### src/common/uiq_cfg_pkg.sv
package uiq_cfg_pkg;

    // field widths.
    localparam int XLEN      = 32;
    localparam int PREG_W    = 6;
    localparam int ROB_TAG_W = 6;
    localparam int ALU_ID_W  = 2;

    // default sizes, the top level may override them.
    localparam int IQ_DEPTH = 16;
    localparam int NUM_ALU  = 3;
    localparam int ROB_SIZE = 64;

    // data, pc and immediate word.
    typedef logic [XLEN-1:0] xlen_t;

    // physical register number, 64 registers.
    typedef logic [PREG_W-1:0] preg_t;

    typedef logic [ROB_TAG_W-1:0] rob_tag_t;

    typedef logic [ALU_ID_W-1:0] alu_id_t;

endpackage

### src/source/tag_allocator.sv
`timescale 1ns/100ps

module tag_allocator #(
    parameter int NUM_ALU  = uiq_cfg_pkg::NUM_ALU,
    parameter int ROB_SIZE = uiq_cfg_pkg::ROB_SIZE
) (
    input  logic                  clk,
    input  logic                  rstn,
    input  logic                  advance,
    output uiq_cfg_pkg::alu_id_t  alu_num,
    output uiq_cfg_pkg::rob_tag_t rob_tag
);
    import uiq_cfg_pkg::*;

    // both counters step together, once per accepted dispatch.
    always_ff @(posedge clk or negedge rstn) begin
        if (!rstn) begin
            alu_num <= '0;
            rob_tag <= '0;
        end else if (advance) begin
            if (alu_num == alu_id_t'(NUM_ALU - 1)) begin
                alu_num <= '0;
            end else begin
                alu_num <= alu_num + 1'b1;
            end
            // rob tag wraps at the rob size.
            if (rob_tag == rob_tag_t'(ROB_SIZE - 1)) begin
                rob_tag <= '0;
            end else begin
                rob_tag <= rob_tag + 1'b1;
            end
        end
    end

endmodule

### config.mk
export PLATFORM = sky130hd
export DESIGN_NAME = tag_allocator
export DESIGN_NICKNAME = d
export VERILOG_FILES = /design/src/common/uiq_cfg_pkg.sv /design/src/source/tag_allocator.sv
export SDC_FILE = /design/constraint.sdc
export NUM_CORES = 1
export LEC_CHECK = 0
export ABC_AREA = 0
export BUFFER_PORTS_ARGS = -buffer_cell sky130_fd_sc_hd__buf_4
export CAP_MARGIN = 5
export CORE_AREA = 2 2 39 41
export CTS_CLUSTER_SIZE = 10
export DETAILED_ROUTE_END_ITERATION = 8
export DIE_AREA = 0 0 41 43
export PLACE_DENSITY_LB_ADDON = 0.2
export SYNTH_ARGS = -nofsm -noshare
export SYNTH_HDL_FRONTEND = slang
export SYNTH_SLANG_ARGS = --single-unit
export TNS_END_PERCENT = 30
### constraint.sdc
create_clock -name clk -period 1.5 [get_ports clk]
set_input_delay 0.225 -clock clk [delete_from_list [all_inputs] [get_ports clk]]
set_output_delay 0.225 -clock clk [all_outputs]
set_load 0.02 [all_outputs]
After elaboration in Yosys (flattened, before gate mapping)

Index checks and enable logic that the tools add are counted.

Register bits: 8
Word-level logic and storage cells: 8
Output and inout bits: 8

$add $sub $neg: 2
Multiplexer cells: 2
Equal/unequal tests: 2

Operator list:

| operator                                                      | count |
|---|---|
| 6-bit by 1-bit adder with 6-bit output, second input constant | 1 |
| 6-bit == test, second input constant                          | 1 |
| 6-bit two-way mux                                             | 1 |
| 2-bit by 1-bit adder with 2-bit output, second input constant | 1 |
| 2-bit == test, second input constant                          | 1 |
| 2-bit two-way mux                                             | 1 |

Depth between registers and ports, before layout

Depth after elaboration: 2
Depth in mapped cells: 4
Depth with buffers taken out: 4

Worst setup path before layout

Ideal clock, no wire load.

Kind: reg-to-reg
Start point: reg rob_tag[0]
End point: reg rob_tag[3]
Clock period less this slack: 1222 ps
Arrival: 1087 ps
Cell stages (with the launch flop): 5
Setup slack: 278 ps
Path buffers: 0
Cell sequence: dfrtp_1 > ha_1 > nand3_1 > o211ai_1 > o21ai_0

Longest elaborated chain between the ends: 2
Elaborated cells between the ends (all ways): 3

Ends and longest elaborated chain:

| element                                                                        | RTL line                                 | text |
|---|---|---|
| start, declared                                                                | tag_allocator.sv:11                      | `output uiq_cfg_pkg::rob_tag_t rob_tag` |
| start signal, assigned                                                         | tag_allocator.sv:30                      | `rob_tag <= rob_tag + 1'b1;` |
| 6-bit by 1-bit adder with 6-bit output / 6-bit == test (equally long branches) | tag_allocator.sv:30, tag_allocator.sv:27 |  |
| 6-bit two-way mux *                                                            | tag_allocator.sv:27                      | `if (rob_tag == rob_tag_t'(ROB_SIZE - 1)) begin` |

Mark *: on every way between the ends. The rest lies on a longest branch, timed or not.
A chain may end at the register's enable or synchronous reset.

Worst setup path in the final report

Ends and elaborated chain as after synthesis.

==> results.json <==
{
  "status": "finished, final reports clean",
  "drt_first_pass_iters": 4,
  "syn_to_final_growth_pct": 33.0,
  "path_clk_slew_ps": 50,
  "start_util": 0.269,
  "fmax_mhz": 861,
  "cp.required_ps": 1620,
  "ff2ff_path_depth": 4,
  "cts_root_buffer": "clkbuf_4",
  "finalSetupTns_ps": 0,
  "slew_headroom": 0.848,
  "synth-seq-area-share": 0.539,
  "min_delay_path_depth": 2,
  "critical_path_cell_count": 4,
  "syn-num-nets": 40,
  "dieArea_um2": 1760,
  "htree_levels": 1,
  "p_int_mw": 0.590,
  "clockPowerShare": 0.161,
  "cts_resized": 0,
  "grt_usage": 0.105,
  "fillers": 151,
  "ir_drop_uv": 495,
  "clockBufferDepth": 2,
  "period_share": 0.774,
  "ios": 11,
  "drt_wl_total_um": 702,
  "antenna_found_initial": 0,
  "grt_max_degree": 12,
  "dieWidth_um": 41,
  "cp_num_buf_inv": 0,
  "crit_fanout": 5,
  "tightest_slew_ps": 228,
  "place_inst": 61,
  "cts_setup_buffers": 0,
  "drcViolationCount": 0,
  "maxCapViolations": 0,
  "skew_ps": 1.58,
  "setup_violations": 0,
  "synth_cell_type_count": 18,
  "power_frac_seq": 0.427,
  "port_buffers": 10,
  "maxSlewViolCount": 0,
  "gr-total-overflow": 0,
  "clk_latency_ps": 250,
  "seq_area_um2": 200,
  "path_cells": "ha_1, nand3_1, o211ai_1, o21ai_0",
  "holdBufCountCts": 1,
  "multi_input_area_um2": 159,
  "post-dp-hpwl_um": 532,
  "vias": 301,
  "post_route_cells_drive_above_1_share": 0.306,
  "ff2ff_setup_slack_ps": 340,
  "worst_setup_path_end_kind": "flop",
  "diodes": 0,
  "startpoint_type": "flop",
  "grt_pass1_vias": 283,
  "slowest_stage": "dfrtp_1",
  "period_needed_ps": 1160,
  "p_comb_frac": 0.411,
  "fin_cells": 65,
  "p_leak_nw": 0.227,
  "power_density_nw_per_um2": 1990,
  "synthCells": 36,
  "numCtsBuffers": 3,
  "p_switching_mw": 0.393,
  "hp-class": "in -> reg",
  "hold_viol": 0,
  "wl_per_cell_um": 10.8,
  "cp_data_arrival_time_ps": 1290,
  "drtAntennaViolNets": 0,
  "cts_sinks": 8,
  "cp_top_family": "flip-flops",
  "worst-setup-path-type": "reg -> reg",
  "rsz0062_at_grt": "no",
  "drt_iter0_markers": 6,
  "vias_per_cell": 4.63,
  "coreArea_um2": 1380,
  "max_stage_delay_ps": 420,
  "ys_seq_elements": 8,
  "grt_pass1_wl_mm": 1.17,
  "avgSynthCellArea_um2": 10.3,
  "num_rows": 14,
  "nNetsFinal": 55,
  "p_sw_frac": 0.400,
  "ys_warn_count": 0,
  "place.gp.congestion": 0.650,
  "synth_area_um2": 372,
  "cts_tree": "done",
  "die_h_um": 43
}
## final timing paths
path | start | end
setup / recovery | rob_tag[0] | rob_tag[3]
hold / removal | advance | rob_tag[1]
setup reg to reg | rob_tag[0] | rob_tag[3]
hold reg to reg | alu_num[1] | alu_num[1]
max in group asynchronous | rstn | alu_num[0]
min in group asynchronous | rstn | rob_tag[3]
## cell families (layout without fill, tap and decap cells)
group           Yosys count  count (layout)  share of synthesized area
xor+xnor                  2               2                     0.0471
flops                     8               8                      0.539
buf+inv                   3              16                     0.0337
fa+ha+maj                 1               1                     0.0337
compound gates            6               6                     0.0909
simple gates             14              14                      0.199
mux                       2               2                     0.0572
## flip-flops by register name, summed over array words and instances, names as in the netlist
register and flops:
rob_tag 6, alu_num 2
## Yosys cell counts, drive strengths merged
| master | n | share of area |
|---|---|---|
| o21ai | 3 | 0.040 |
| dfrtp | 8 | 0.54 |
| inv | 2 | 0.020 |
| o22ai | 1 | 0.017 |
| a21oi | 1 | 0.013 |
| nand2b | 2 | 0.034 |
| xnor2 | 2 | 0.047 |
| nand2 | 5 | 0.051 |
| buf | 1 | 0.013 |
| nor2 | 2 | 0.020 |
| ha | 1 | 0.034 |
| mux2i | 1 | 0.027 |
| or3 | 1 | 0.017 |
| nand3 | 2 | 0.027 |
| mux2 | 1 | 0.030 |
| o211ai | 1 | 0.020 |
| nand4 | 2 | 0.051 |
## layer usage
layer	up-vias	track usage	routed length [um]
li1	151	-	-
met5	-	0	0
met4	0	0.0800	0
met1	143	0.131	334
met3	0	0.0471	43
met2	7	0.134	325
## stage by stage
stage          hold slack, ps  instance area, um^2  total power [mW]  setup slack [ps]   util
6_report                  254                  494             0.984               339  0.357
5_1_grt                   260                  494              1.07               264  0.357
4_1_cts                   250                  494              1.00               325  0.357
3_5_place_dp             52.4                  462             0.833               329  0.334
3_3_place_gp             51.6                  462             0.827               370  0.334
2_1_floorplan           -70.6                  372             0.645               278      -
## placed cells by master (no fill, tap or decap), drive strengths merged
cell,netlist,routed
dlygate4sd3,0,1
mux2i,1,1
dfrtp,8,8
o21ai,3,3
xnor2,2,2
a21oi,1,1
nand2,5,5
inv,2,2
nand2b,2,2
clkbuf,0,3
nand4,2,2
ha,1,1
nand3,2,2
mux2,1,1
o22ai,1,1
nor2,2,2
o211ai,1,1
buf,1,10
or3,1,1
## cell type report
type	instances	area share
Sequential cell	8	0.405
Inverter	2	0.0152
Tap cell	16	0.0405
Clock buffer	3	0.0456
Timing Repair Buffer	11	0.172
Multi-Input combinational cell	25	0.322
## power groups by stage
stage	sequential [mW]	combinational (mW)	clock, mW
after floorplan	0.511	0.133	0
after global placement	0.421	0.406	0
after detailed placement	0.424	0.409	0
after CTS	0.421	0.410	0.169
after global routing	0.443	0.447	0.181
final	0.420	0.405	0.159
Note: power is estimated with default switching activity, not from simulation.
