File: config.mk
export PLATFORM = sky130hd
export DESIGN_NAME = optype_decoder
export DESIGN_NICKNAME = d
export VERILOG_FILES = /design/src/common/uiq_isa_pkg.sv /design/src/source/optype_decoder.sv
export SDC_FILE = /design/constraint.sdc
export NUM_CORES = 1
export LEC_CHECK = 0
export BUFFER_PORTS_ARGS = -buffer_cell sky130_fd_sc_hd__buf_4
export CAP_MARGIN = 5
export CORE_AREA = 3 3 40 42
export DETAILED_ROUTE_END_ITERATION = 8
export DIE_AREA = 0 0 43 45
export GPL_ROUTABILITY_DRIVEN = 0
export PLACE_DENSITY = 0.43
export SETUP_SLACK_MARGIN = 0.4
export SLEW_MARGIN = 10
export SYNTH_ARGS = -nofsm -noshare
export SYNTH_HDL_FRONTEND = slang
export SYNTH_SLANG_ARGS = --single-unit
File: constraint.sdc
create_clock -name vclk -period 2.9
set_input_delay 0.29 -clock vclk [all_inputs]
set_output_delay 0.29 -clock vclk [all_outputs]
set_load 0.005 [all_outputs]
File: src/common/uiq_isa_pkg.sv
package uiq_isa_pkg;

    // major opcodes of the supported subset.
    localparam logic [6:0] OPC_RTYPE = 7'b0110011;
    localparam logic [6:0] OPC_ITYPE = 7'b0010011;
    localparam logic [6:0] OPC_LUI   = 7'b0110111;
    localparam logic [6:0] OPC_LOAD  = 7'b0000011;
    localparam logic [6:0] OPC_STORE = 7'b0100011;

    // funct3 codes for alu ops.
    localparam logic [2:0] F3_ADD = 3'b000;
    localparam logic [2:0] F3_XOR = 3'b100;
    localparam logic [2:0] F3_SRA = 3'b101;
    localparam logic [2:0] F3_OR  = 3'b110;

    // funct3 codes for memory access size.
    localparam logic [2:0] F3_BYTE = 3'b000;
    localparam logic [2:0] F3_WORD = 3'b010;

    // base r-type forms, sub and friends use 0100000.
    localparam logic [6:0] F7_BASE = 7'b0000000;

    typedef enum logic [3:0] {
        OP_NONE = 4'd0,
        OP_ADD  = 4'd1,
        OP_ADDI = 4'd2,
        OP_LUI  = 4'd3,
        OP_ORI  = 4'd4,
        OP_XOR  = 4'd5,
        OP_SRAI = 4'd6,
        OP_LB   = 4'd7,
        OP_LW   = 4'd8,
        OP_SB   = 4'd9,
        OP_SW   = 4'd10
    } op_type_e;

endpackage
File: src/source/optype_decoder.sv
`timescale 1ns/100ps

module optype_decoder (
    input  logic                  [6:0] opcode,
    input  logic                  [2:0] funct3,
    input  logic                  [6:0] funct7,
    output uiq_isa_pkg::op_type_e       op_type,
    output logic                        src1_implied,
    output logic                        src2_implied
);
    import uiq_isa_pkg::*;

    always_comb begin
        op_type = OP_NONE;
        case (opcode)
            OPC_RTYPE: begin
                // only the base funct7 forms are handled.
                if (funct7 == F7_BASE) begin
                    case (funct3)
                        F3_ADD:  op_type = OP_ADD;
                        F3_XOR:  op_type = OP_XOR;
                        default: op_type = OP_NONE;
                    endcase
                end
            end
            OPC_ITYPE: begin
                case (funct3)
                    F3_ADD:  op_type = OP_ADDI;
                    F3_SRA:  op_type = OP_SRAI;
                    F3_OR:   op_type = OP_ORI;
                    default: op_type = OP_NONE;
                endcase
            end
            OPC_LUI: op_type = OP_LUI;
            OPC_LOAD: begin
                case (funct3)
                    F3_BYTE: op_type = OP_LB;
                    F3_WORD: op_type = OP_LW;
                    default: op_type = OP_NONE;
                endcase
            end
            OPC_STORE: begin
                case (funct3)
                    F3_BYTE: op_type = OP_SB;
                    F3_WORD: op_type = OP_SW;
                    default: op_type = OP_NONE;
                endcase
            end
            default: op_type = OP_NONE;
        endcase
    end

    // operands the instruction never reads, they are taken as zero.
    assign src1_implied = (op_type == OP_LUI);
    assign src2_implied = op_type inside {OP_LUI, OP_ADDI, OP_ORI, OP_SRAI, OP_LB, OP_LW};

endmodule

### Yosys cells after proc, flatten, opt, wreduce, memory -nomap -nowiden

Index checks and enable logic that the tools add are counted.

* memory bits (read-only): 0
* bits in latches: 0
* RAM bits: 0
* output and inout bits: 6
* memories kept: 0
* flip-flop bits (word level): 0
* logic and storage cells: 24
* input port bits: 17

* multiply operators: 0
* mux-type cells: 6
* $add $sub $neg: 0
* equal/unequal tests: 15
* shift-type cells: 0
* reductions and logical operators: 3
* $lt $le $gt $ge: 0
* divide/modulo/power cells: 0
* bitwise logic cells: 0

Operators by type and width (number)
* $eq 7x6->1 const B: 3
* $pmux 4 s5: 1
* $pmux 4 s2: 2
* $eq 4x3->1 const B: 3
* $eq 3x3->1 const B: 3
* $pmux 3 s3: 1
* $eq 4x2->1 const B: 2
* $eq 7x2->1 const B: 1
* $eq 7x5->1 const B: 1
* $logic_not 7->1: 1
* $pmux 3 s2: 1
* $reduce_bool 6->1: 1
* $eq 4x4->1 const B: 1
* $eq 3x2->1 const B: 1
* $logic_not 3->1: 1
* $mux 3: 1

### Logic depth before layout (Yosys ltp)

Gate-level depths: netlist of the first run.

* depth after elaboration: 6
* depth in mapped cells: 5

### Least setup slack after synthesis of the first run

OpenSTA, ideal clock, no wires.

* kind: in2out
* start point: input opcode[6]
* end point: output src2_implied
* required time: 2.610 ns
* cell stages on the path: 4
* path buffers: 0
* slack: 1.277 ns
* arrival time: 1.333 ns
* path through: nand4bb_1 -> or4_1 -> a21oi_1 -> o21a_1

* cells in the longest elaborated chain, start to end: 4
* elaborated cells between the ends (all ways): 13

Ends and longest elaborated chain
* start: declaration: line optype_decoder.sv:4 `input logic [6:0] opcode,`
* $eq 7x6->1 (tied with other cells): line optype_decoder.sv:15 `case (opcode)`
* $pmux 4 s5 *: line optype_decoder.sv:15
* $eq 4x2->1 (tied with other cells): line optype_decoder.sv:55 `assign src2_implied = op_type inside {OP_LUI, OP_ADDI, OP_ORI, OP_SRAI, OP_LB, OP_LW};`
* $reduce_bool 6->1 *: line optype_decoder.sv:55
* end: declaration: line optype_decoder.sv:9 `output logic src2_implied`

Every way passes the cells marked *; elsewhere a longest branch is shown, timed or not.

### Final worst setup path of the first run

Ends and elaborated chain as after synthesis.

==> flow_summary.html, run 1 <==
<table>
<tr><th>Metric</th><th>Value</th></tr>
<tr><th colspan="2">Final layout</th></tr>
<tr><td>Post-route standard cell area excluding fillers</td><td>about 370 um2</td></tr>
<tr><td>Fraction of layout instances using a drive strength above 1</td><td>47.2%</td></tr>
<tr><td>Fill cell instance count of the final layout</td><td>~150</td></tr>
<tr><td>Final Util</td><td>28.8%</td></tr>
<tr><td>Area used by multi-input combinational logic</td><td>~180 um2</td></tr>
<tr><td>Area Growth Syn to Fin</td><td>107%</td></tr>
<tr><td>Number of diodes added for antenna fixing</td><td>0</td></tr>
<tr><td>Number of clock buffer instances in the layout</td><td>0</td></tr>
<tr><td>Seq. cell area</td><td>0 um2</td></tr>
<tr><td>Layout net count</td><td>72</td></tr>
<tr><td>Number of flip-flops and latches</td><td>0</td></tr>
<tr><th colspan="2">Placed design</th></tr>
<tr><td>Half-perimeter wire length after detailed placement</td><td>584 um</td></tr>
<tr><td>Count of buffers inserted at the top-level ports</td><td>23</td></tr>
<tr><td>Placed cell area</td><td>370 um2</td></tr>
<tr><th colspan="2">STA</th></tr>
<tr><td>Time the worst path needs with I/O delays and setup</td><td>1.93 ns</td></tr>
<tr><td>Setup TNS after final layout</td><td>0 ns</td></tr>
<tr><td>Final Cycle Share</td><td>66.6%</td></tr>
<tr><td>Highest clock frequency the design can meet</td><td>0.518 GHz</td></tr>
<tr><td>Final-report hold violation count</td><td>0</td></tr>
<tr><td>Total setup violations reported at the end of the flow</td><td>0</td></tr>
<tr><td>RSZ-0062 raised after global routing</td><td>false</td></tr>
<tr><td>Transition time of the tightest slew-check pin</td><td>0.347 ns</td></tr>
<tr><td>Total count of max-transition violations in the final report</td><td>0</td></tr>
<tr><td>Relative slew slack</td><td>76.8%</td></tr>
<tr><td>Final hold slack</td><td>0.945 ns</td></tr>
<tr><th colspan="2">Routing</th></tr>
<tr><td>Total Wirelength</td><td>roughly 680 um</td></tr>
<tr><td>Vias after detailed routing</td><td>316</td></tr>
<tr><td>Vias per std cell</td><td>4.65</td></tr>
<tr><td>Average wire per cell in the routed design</td><td>9.94 um</td></tr>
<tr><td>Number of detailed-routing iterations run before antenna repair</td><td>2</td></tr>
<tr><td>Initial drt markers</td><td>1</td></tr>
<tr><td>Remaining antenna violation count after routing</td><td>0</td></tr>
<tr><td>Detailed-route DRC error count</td><td>0</td></tr>
<tr><th colspan="2">Synthesis</th></tr>
<tr><td>Avg Cell Area, Syn</td><td>slightly below 6 um2</td></tr>
<tr><td>Largest area contributor in the netlist</td><td>sky130_fd_sc_hd__nand3_1</td></tr>
<tr><td>Cell variety after synth</td><td>18</td></tr>
<tr><td>Sequential fraction of the synthesis area</td><td>0%</td></tr>
<tr><td>Synth cell count leaders</td><td>sky130_fd_sc_hd__nand2_1 (3), sky130_fd_sc_hd__nand3_1 (3), sky130_fd_sc_hd__nor2_1 (3), sky130_fd_sc_hd__nor3_1 (3), sky130_fd_sc_hd__o21ai_0 (3)</td></tr>
<tr><td>Share of the synthesized area in the top cell type</td><td>8.39%</td></tr>
<tr><td>Post-Synthesis Cells</td><td>30</td></tr>
<tr><td>Post-Syn Area</td><td>179 um2</td></tr>
<tr><td>Syn. warnings</td><td>0</td></tr>
<tr><td>Net Count, Synth</td><td>47</td></tr>
<tr><td>Synth area leaders</td><td>sky130_fd_sc_hd__nand3_1 (8.4%), sky130_fd_sc_hd__nor3_1 (8.4%), sky130_fd_sc_hd__o21ai_0 (8.4%)</td></tr>
<tr><th colspan="2">Floorplan</th></tr>
<tr><td>Boundary Pins</td><td>23</td></tr>
<tr><td>Floorplan die height</td><td>45 um</td></tr>
<tr><td>Placeable core region</td><td>1280 um2</td></tr>
<tr><td>Die area</td><td>1940 um2</td></tr>
<tr><td>Horizontal extent of the die</td><td>43 um</td></tr>
<tr><td>Floorplan row count</td><td>13</td></tr>
<tr><td>Starting density of the core</td><td>13.9%</td></tr>
<tr><th colspan="2">Global routing</th></tr>
<tr><td>Global-route track usage on met3</td><td>0.797%</td></tr>
<tr><td>Met1 capacity usage during global routing</td><td>9.29%</td></tr>
<tr><td>First-pass GRT wire length</td><td>1.03 mm</td></tr>
<tr><td>Vias in the first global route</td><td>about 250</td></tr>
<tr><td>Global-route usage over all layers</td><td>6.47%</td></tr>
<tr><td>Gr ovfl total</td><td>0</td></tr>
<tr><td>Maximum number of pins on one net before global-route repair</td><td>8</td></tr>
<tr><td>Met2 layer usage reported by global route</td><td>11.1%</td></tr>
<tr><td>Initial antenna violation count</td><td>0</td></tr>
<tr><td>Most crowded layer after global routing</td><td>met2</td></tr>
<tr><th colspan="2">CTS</th></tr>
<tr><td>Number of gates given a new drive strength after cts</td><td>0</td></tr>
<tr><td>Count of buffers added by post-CTS timing repair for setup</td><td>0</td></tr>
<tr><td>Number of hold buffers added after CTS</td><td>0</td></tr>
<tr><th colspan="2">Status</th></tr>
<tr><td>Result of the run</td><td>finished, final reports clean</td></tr>
<tr><th colspan="2">Flow run</th></tr>
<tr><td>Max-cap viol count</td><td>0</td></tr>
<tr><th colspan="2">Critical path</th></tr>
<tr><td>Critical path class</td><td>in2out</td></tr>
<tr><td>Termination of the worst setup path</td><td>src2_implied</td></tr>
<tr><td>Critical path required time</td><td>roughly 2.6 ns</td></tr>
<tr><td>Critical path endpoint category</td><td>output pin</td></tr>
<tr><td>CP Launch Type</td><td>input pin</td></tr>
<tr><td>CP max FO</td><td>6</td></tr>
<tr><td>Critical path startpoint</td><td>opcode[6]</td></tr>
<tr><td>Endpoint arrival time on the critical path</td><td>between 1.5 and 2 ns</td></tr>
<tr><th colspan="2">Pwr</th></tr>
<tr><td>Pwr per Cell Area</td><td>a little under 90 nW/um2</td></tr>
<tr><td>Leakage dissipation</td><td>0.166 nW</td></tr>
<tr><td>Peak supply drop</td><td>0.0315 mV</td></tr>
<tr><td>Power consumption</td><td>0.0327 mW</td></tr>
<tr><th colspan="2">Hold path</th></tr>
<tr><td>Class of the most critical hold timing path</td><td>in2out</td></tr>
</table>
## critical path, cell delays in order
cell and delay (ns):
sky130_fd_sc_hd__buf_4 0.10, sky130_fd_sc_hd__nand4bb_1 0.30, sky130_fd_sc_hd__or4_1 0.55, sky130_fd_sc_hd__a21oi_1 0.18, sky130_fd_sc_hd__o21a_1 0.12, sky130_fd_sc_hd__buf_4 0.10
## power breakdown
group | switching [mW] | total [mW] | internal (mW)
clock network | 0 | 0 | 0
logic | 0.0128 | 0.0327 | 0.0199
registers | 0 | 0 | 0
## metal layers
layer | wire length (um) | vias up
li1 | - | 167
met1 | 311 | 133
met2 | 293 | 16
met3 | 72 | 0
met4 | 0 | 0
met5 | 0 | -
## final cells by class
class / count / share of cell area [%]
well taps: 15 / 5.07
inverters: 1 / 1.01
repair buffers: 23 / 46.6
multi-input cells: 29 / 47.3
## worst min path at each step
stage | start | endpoint | slack [ns] | depth (start not counted)
after CTS | opcode[2] | op_type[0] | 0.95 | 3
after global routing | opcode[2] | op_type[0] | 0.96 | 3
after floorplan | opcode[2] | op_type[0] | 0.66 | 1
after global placement | opcode[2] | op_type[0] | 0.95 | 3
final | opcode[2] | op_type[0] | 0.95 | 3
after detailed placement | opcode[2] | op_type[0] | 0.95 | 3
## stage by stage
stage | instances | worst slack, ns
final | 68 | 0.968
after global routing | 68 | 0.832
after CTS | 68 | 0.954
after detailed placement | 68 | 0.960
after global placement | 68 | 0.943
after floorplan | 30 | 1.28
## cells in the final DEF (no fill, tap or decap)
master                      instances
sky130_fd_sc_hd__xor2_1             1
sky130_fd_sc_hd__nor3_1             3
sky130_fd_sc_hd__a31oi_1            2
sky130_fd_sc_hd__buf_4             23
sky130_fd_sc_hd__nor4_1             1
sky130_fd_sc_hd__or4_1              1
sky130_fd_sc_hd__nor4_2             1
sky130_fd_sc_hd__o21a_1             1
sky130_fd_sc_hd__o21ai_0            3
sky130_fd_sc_hd__nand2b_1           1
sky130_fd_sc_hd__nor2_1             3
sky130_fd_sc_hd__nand3_1            3
sky130_fd_sc_hd__a221oi_1           1
sky130_fd_sc_hd__nand4b_1           1
sky130_fd_sc_hd__nand4bb_1          1
sky130_fd_sc_hd__inv_1              1
sky130_fd_sc_hd__or3_2              1
sky130_fd_sc_hd__nand2_1            3
sky130_fd_sc_hd__a21oi_1            2
## logic make-up (layout without fill, tap and decap cells)
family	count (synthesis)	in the layout	synth area share [%]
buffers and inverters	1	24	2.10
xor gates and xnor gates	1	1	4.90
AOI/OAI and AO/OA	9	9	30.1
and+or+nand+nor	19	19	62.9
No activity file was read; power rests on OpenSTA's default activity.
==> run 2: changes to the inputs <==
Settings changed: ABC_AREA set to 1, PLACE_DENSITY 0.43 to 0.57.
Clock period 2.9 ns to 1.7 ns, I/O delays scaled along.
==> flow_summary.html, run 2 <==
<table>
<tr><th>Metric</th><th>Value</th></tr>
<tr><th colspan="2">Status</th></tr>
<tr><td>Result of the run</td><td>finished, final reports clean</td></tr>
<tr><th colspan="2">Synthesis</th></tr>
<tr><td>Synth cell count leaders</td><td>sky130_fd_sc_hd__inv_1 (15), sky130_fd_sc_hd__nor2_1 (15), sky130_fd_sc_hd__nand2_1 (13)</td></tr>
<tr><td>Main combinational cell family by area after synthesis</td><td>simple AND/OR/NAND/NOR gates</td></tr>
<tr><td>Mux contribution to synthesized area</td><td>0%</td></tr>
<tr><td>Area fraction in compound gates after synthesis</td><td>10.1%</td></tr>
<tr><td>Share of synthesized cell area in and, or, nand and nor gates</td><td>73.0%</td></tr>
<tr><td>Post-Syn Area</td><td>334 um2</td></tr>
<tr><td>Post-synthesis xor/xnor area fraction</td><td>0%</td></tr>
<tr><td>Share of the synthesized area in the top cell type</td><td>16.9%</td></tr>
<tr><td>Adder-cell share of the synthesized area</td><td>0%</td></tr>
<tr><td>Synth area leaders</td><td>sky130_fd_sc_hd__inv_1 (17%), sky130_fd_sc_hd__nor2_1 (17%), sky130_fd_sc_hd__nand2_1 (15%)</td></tr>
<tr><td>Avg Cell Area, Syn</td><td>approximately 4.9 um2</td></tr>
<tr><td>Net Count, Synth</td><td>85</td></tr>
<tr><td>Cell variety after synth</td><td>14</td></tr>
<tr><td>Largest area contributor in the netlist</td><td>sky130_fd_sc_hd__inv_1</td></tr>
<tr><td>Syn. warnings</td><td>0</td></tr>
<tr><td>Post-Synthesis Cells</td><td>68</td></tr>
<tr><td>Sequential fraction of the synthesis area</td><td>0%</td></tr>
<tr><th colspan="2">Routing</th></tr>
<tr><td>Average wire per cell in the routed design</td><td>between 9 and 10 um</td></tr>
<tr><td>Vias after detailed routing</td><td>512</td></tr>
<tr><td>Initial drt markers</td><td>10</td></tr>
<tr><td>Detailed-route DRC error count</td><td>0</td></tr>
<tr><td>Vias per std cell</td><td>4.74</td></tr>
<tr><td>Remaining antenna violation count after routing</td><td>0</td></tr>
<tr><td>Total Wirelength</td><td>1.06 mm</td></tr>
<tr><td>Number of detailed-routing iterations run before antenna repair</td><td>4</td></tr>
<tr><th colspan="2">Critical path</th></tr>
<tr><td>Critical path class</td><td>in2out</td></tr>
<tr><td>Cell-by-cell listing of the critical path</td><td>buf_4 -&gt; nand2_4 -&gt; inv_4 -&gt; nand2_4 -&gt; nor2_1 -&gt; nand2_1 -&gt; nand2_1 -&gt; nor3b_2 -&gt; a21oi_2 -&gt; buf_4</td></tr>
<tr><td>Critical-path cell with the highest stage delay</td><td>sky130_fd_sc_hd__nor3b_2</td></tr>
<tr><td>Critical Path Max Stage Delay</td><td>between 0.2 and 0.25 ns</td></tr>
<tr><td>Critical path required time</td><td>1.53 ns</td></tr>
<tr><td>Stages on the worst setup path</td><td>10</td></tr>
<tr><td>CP Buf/Inv Count</td><td>3</td></tr>
<tr><td>Endpoint arrival time on the critical path</td><td>~1.1 ns</td></tr>
<tr><td>Critical path endpoint category</td><td>output pin</td></tr>
<tr><td>Kind of cell adding the most delay to the critical path</td><td>simple AND/OR/NAND/NOR gates</td></tr>
<tr><td>CP max FO</td><td>5</td></tr>
<tr><td>CP Launch Type</td><td>input pin</td></tr>
<tr><th colspan="2">STA</th></tr>
<tr><td>RSZ-0062 raised after global routing</td><td>true</td></tr>
<tr><td>Relative slew slack</td><td>78.3%</td></tr>
<tr><td>Time the worst path needs with I/O delays and setup</td><td>roughly 1.3 ns</td></tr>
<tr><td>Total setup violations reported at the end of the flow</td><td>0</td></tr>
<tr><td>Total count of max-transition violations in the final report</td><td>0</td></tr>
<tr><td>Final Cycle Share</td><td>between 70% and 80%</td></tr>
<tr><td>Transition time of the tightest slew-check pin</td><td>0.323 ns</td></tr>
<tr><td>Highest clock frequency the design can meet</td><td>0.763 GHz</td></tr>
<tr><td>Final-report hold violation count</td><td>0</td></tr>
<tr><td>Setup TNS after final layout</td><td>0 ns</td></tr>
<tr><th colspan="2">Floorplan</th></tr>
<tr><td>Floorplan die height</td><td>45 um</td></tr>
<tr><td>Floorplan row count</td><td>13</td></tr>
<tr><td>Boundary Pins</td><td>23</td></tr>
<tr><td>Placeable core region</td><td>roughly 1300 um2</td></tr>
<tr><td>Starting density of the core</td><td>26.0%</td></tr>
<tr><td>Horizontal extent of the die</td><td>roughly 43 um</td></tr>
<tr><td>Die area</td><td>1940 um2</td></tr>
<tr><th colspan="2">Final layout</th></tr>
<tr><td>Area Growth Syn to Fin</td><td>94.8%</td></tr>
<tr><td>Area used by multi-input combinational logic</td><td>about 360 um2</td></tr>
<tr><td>Fraction of layout instances using a drive strength above 1</td><td>57.0%</td></tr>
<tr><td>Fill cell instance count of the final layout</td><td>140</td></tr>
<tr><td>Seq. cell area</td><td>0 um2</td></tr>
<tr><td>Number of clock buffer instances in the layout</td><td>0</td></tr>
<tr><td>Number of diodes added for antenna fixing</td><td>0</td></tr>
<tr><td>Leading cell type in the layout, fill and taps excluded</td><td>sky130_fd_sc_hd__buf_4</td></tr>
<tr><td>Layout net count</td><td>112</td></tr>
<tr><td>Number of flip-flops and latches</td><td>0</td></tr>
<tr><td>Commonest cells after routing, fill and taps aside</td><td>sky130_fd_sc_hd__buf_4 (21), sky130_fd_sc_hd__nand2_1 (13), sky130_fd_sc_hd__inv_1 (10)</td></tr>
<tr><th colspan="2">Global routing</th></tr>
<tr><td>Initial antenna violation count</td><td>0</td></tr>
<tr><td>Gr ovfl total</td><td>0</td></tr>
<tr><td>Maximum number of pins on one net before global-route repair</td><td>7</td></tr>
<tr><td>Vias in the first global route</td><td>380</td></tr>
<tr><td>First-pass GRT wire length</td><td>1.46 mm</td></tr>
<tr><td>Global-route usage over all layers</td><td>under 10%</td></tr>
<tr><th colspan="2">Pwr</th></tr>
<tr><td>Leakage dissipation</td><td>0.341 nW</td></tr>
<tr><td>Power consumption</td><td>between 0.09 and 0.1 mW</td></tr>
<tr><td>Peak supply drop</td><td>0.0812 mV</td></tr>
<tr><td>Pwr per Cell Area</td><td>149 nW/um2</td></tr>
<tr><th colspan="2">Placed design</th></tr>
<tr><td>Count of buffers inserted at the top-level ports</td><td>23</td></tr>
<tr><td>Half-perimeter wire length after detailed placement</td><td>~820 um</td></tr>
<tr><th colspan="2">CTS</th></tr>
<tr><td>Number of hold buffers added after CTS</td><td>0</td></tr>
<tr><th colspan="2">Flow run</th></tr>
<tr><td>Max-cap viol count</td><td>0</td></tr>
<tr><th colspan="2">Hold path</th></tr>
<tr><td>Class of the most critical hold timing path</td><td>in2out</td></tr>
<tr><td>Hold path cells</td><td>4</td></tr>
</table>
run 2: changes by cell type after synthesis, moves of 2 or more:
cell / change
sky130_fd_sc_hd__nand3_1: +3
sky130_fd_sc_hd__nand2_1: +10
sky130_fd_sc_hd__nand2_2: +4
sky130_fd_sc_hd__nand3_2: +2
sky130_fd_sc_hd__nor2_2: +3
sky130_fd_sc_hd__a31oi_1: -2
sky130_fd_sc_hd__nor3_1: -2
sky130_fd_sc_hd__inv_1: +14
sky130_fd_sc_hd__nor2_1: +12
run 2: logic make-up (layout without fill, tap and decap cells):
group / Yosys count / in the layout
and+or+nand+nor: 47 / 47
buffers and inverters: 15 / 40
AOI/OAI and AO/OA: 6 / 6
run 2: where the power goes:
part	total (mW)	switching [mW]	leakage, nW	internal, mW
registers	0	0	0	0
clock network	0	0	0	0
logic	0.0972	0.0480	0.341	0.0492
run 2: cell type report:
cell class,count,area share (%)
multi-input cells,53,55.4
repair buffers,25,32.3
well taps,15,2.88
inverters,15,9.42
run 2: metal layers:
layer | routed length (um) | vias up | track usage [%] | part of all wire (%)
met3 | 49 | 0 | 0.797 | 4.6
met5 | 0 | - | 0 | 0
li1 | - | 265 | - | -
met4 | 0 | 0 | 0 | 0
met2 | 604 | 12 | 17.1 | 57
met1 | 403 | 235 | 12.1 | 38
run 2: per-stage QoR:
| step | utilization, % | instance area, um2 | hold WS, ns | setup slack [ns] | std cells |
|---|---|---|---|---|---|
| 4_1_cts | 43.9 | 564 | 0.697 | 0.394 | 107 |
| 2_1_floorplan | - | 334 | 0.372 | 0.679 | 68 |
| 6_report | 50.6 | 651 | 0.697 | 0.390 | 108 |
| 5_1_grt | 50.6 | 651 | 0.711 | 0.344 | 108 |
| 3_5_place_dp | 40.9 | 526 | 0.627 | 0.345 | 106 |
| 3_3_place_gp | 40.9 | 526 | 0.630 | 0.347 | 106 |
run 2: final timing paths:
path	startpoint	endpoint	slack [ns]
setup / recovery	opcode[0]	src2_implied	0.39
hold / removal	opcode[3]	src1_implied	0.70
run 2: what timing repair did:
item,4_1_cts,5_1_grt
buffers inserted,1,1
resized for setup,10,23
setup endpoints to repair,2,3
pin swaps,6,19
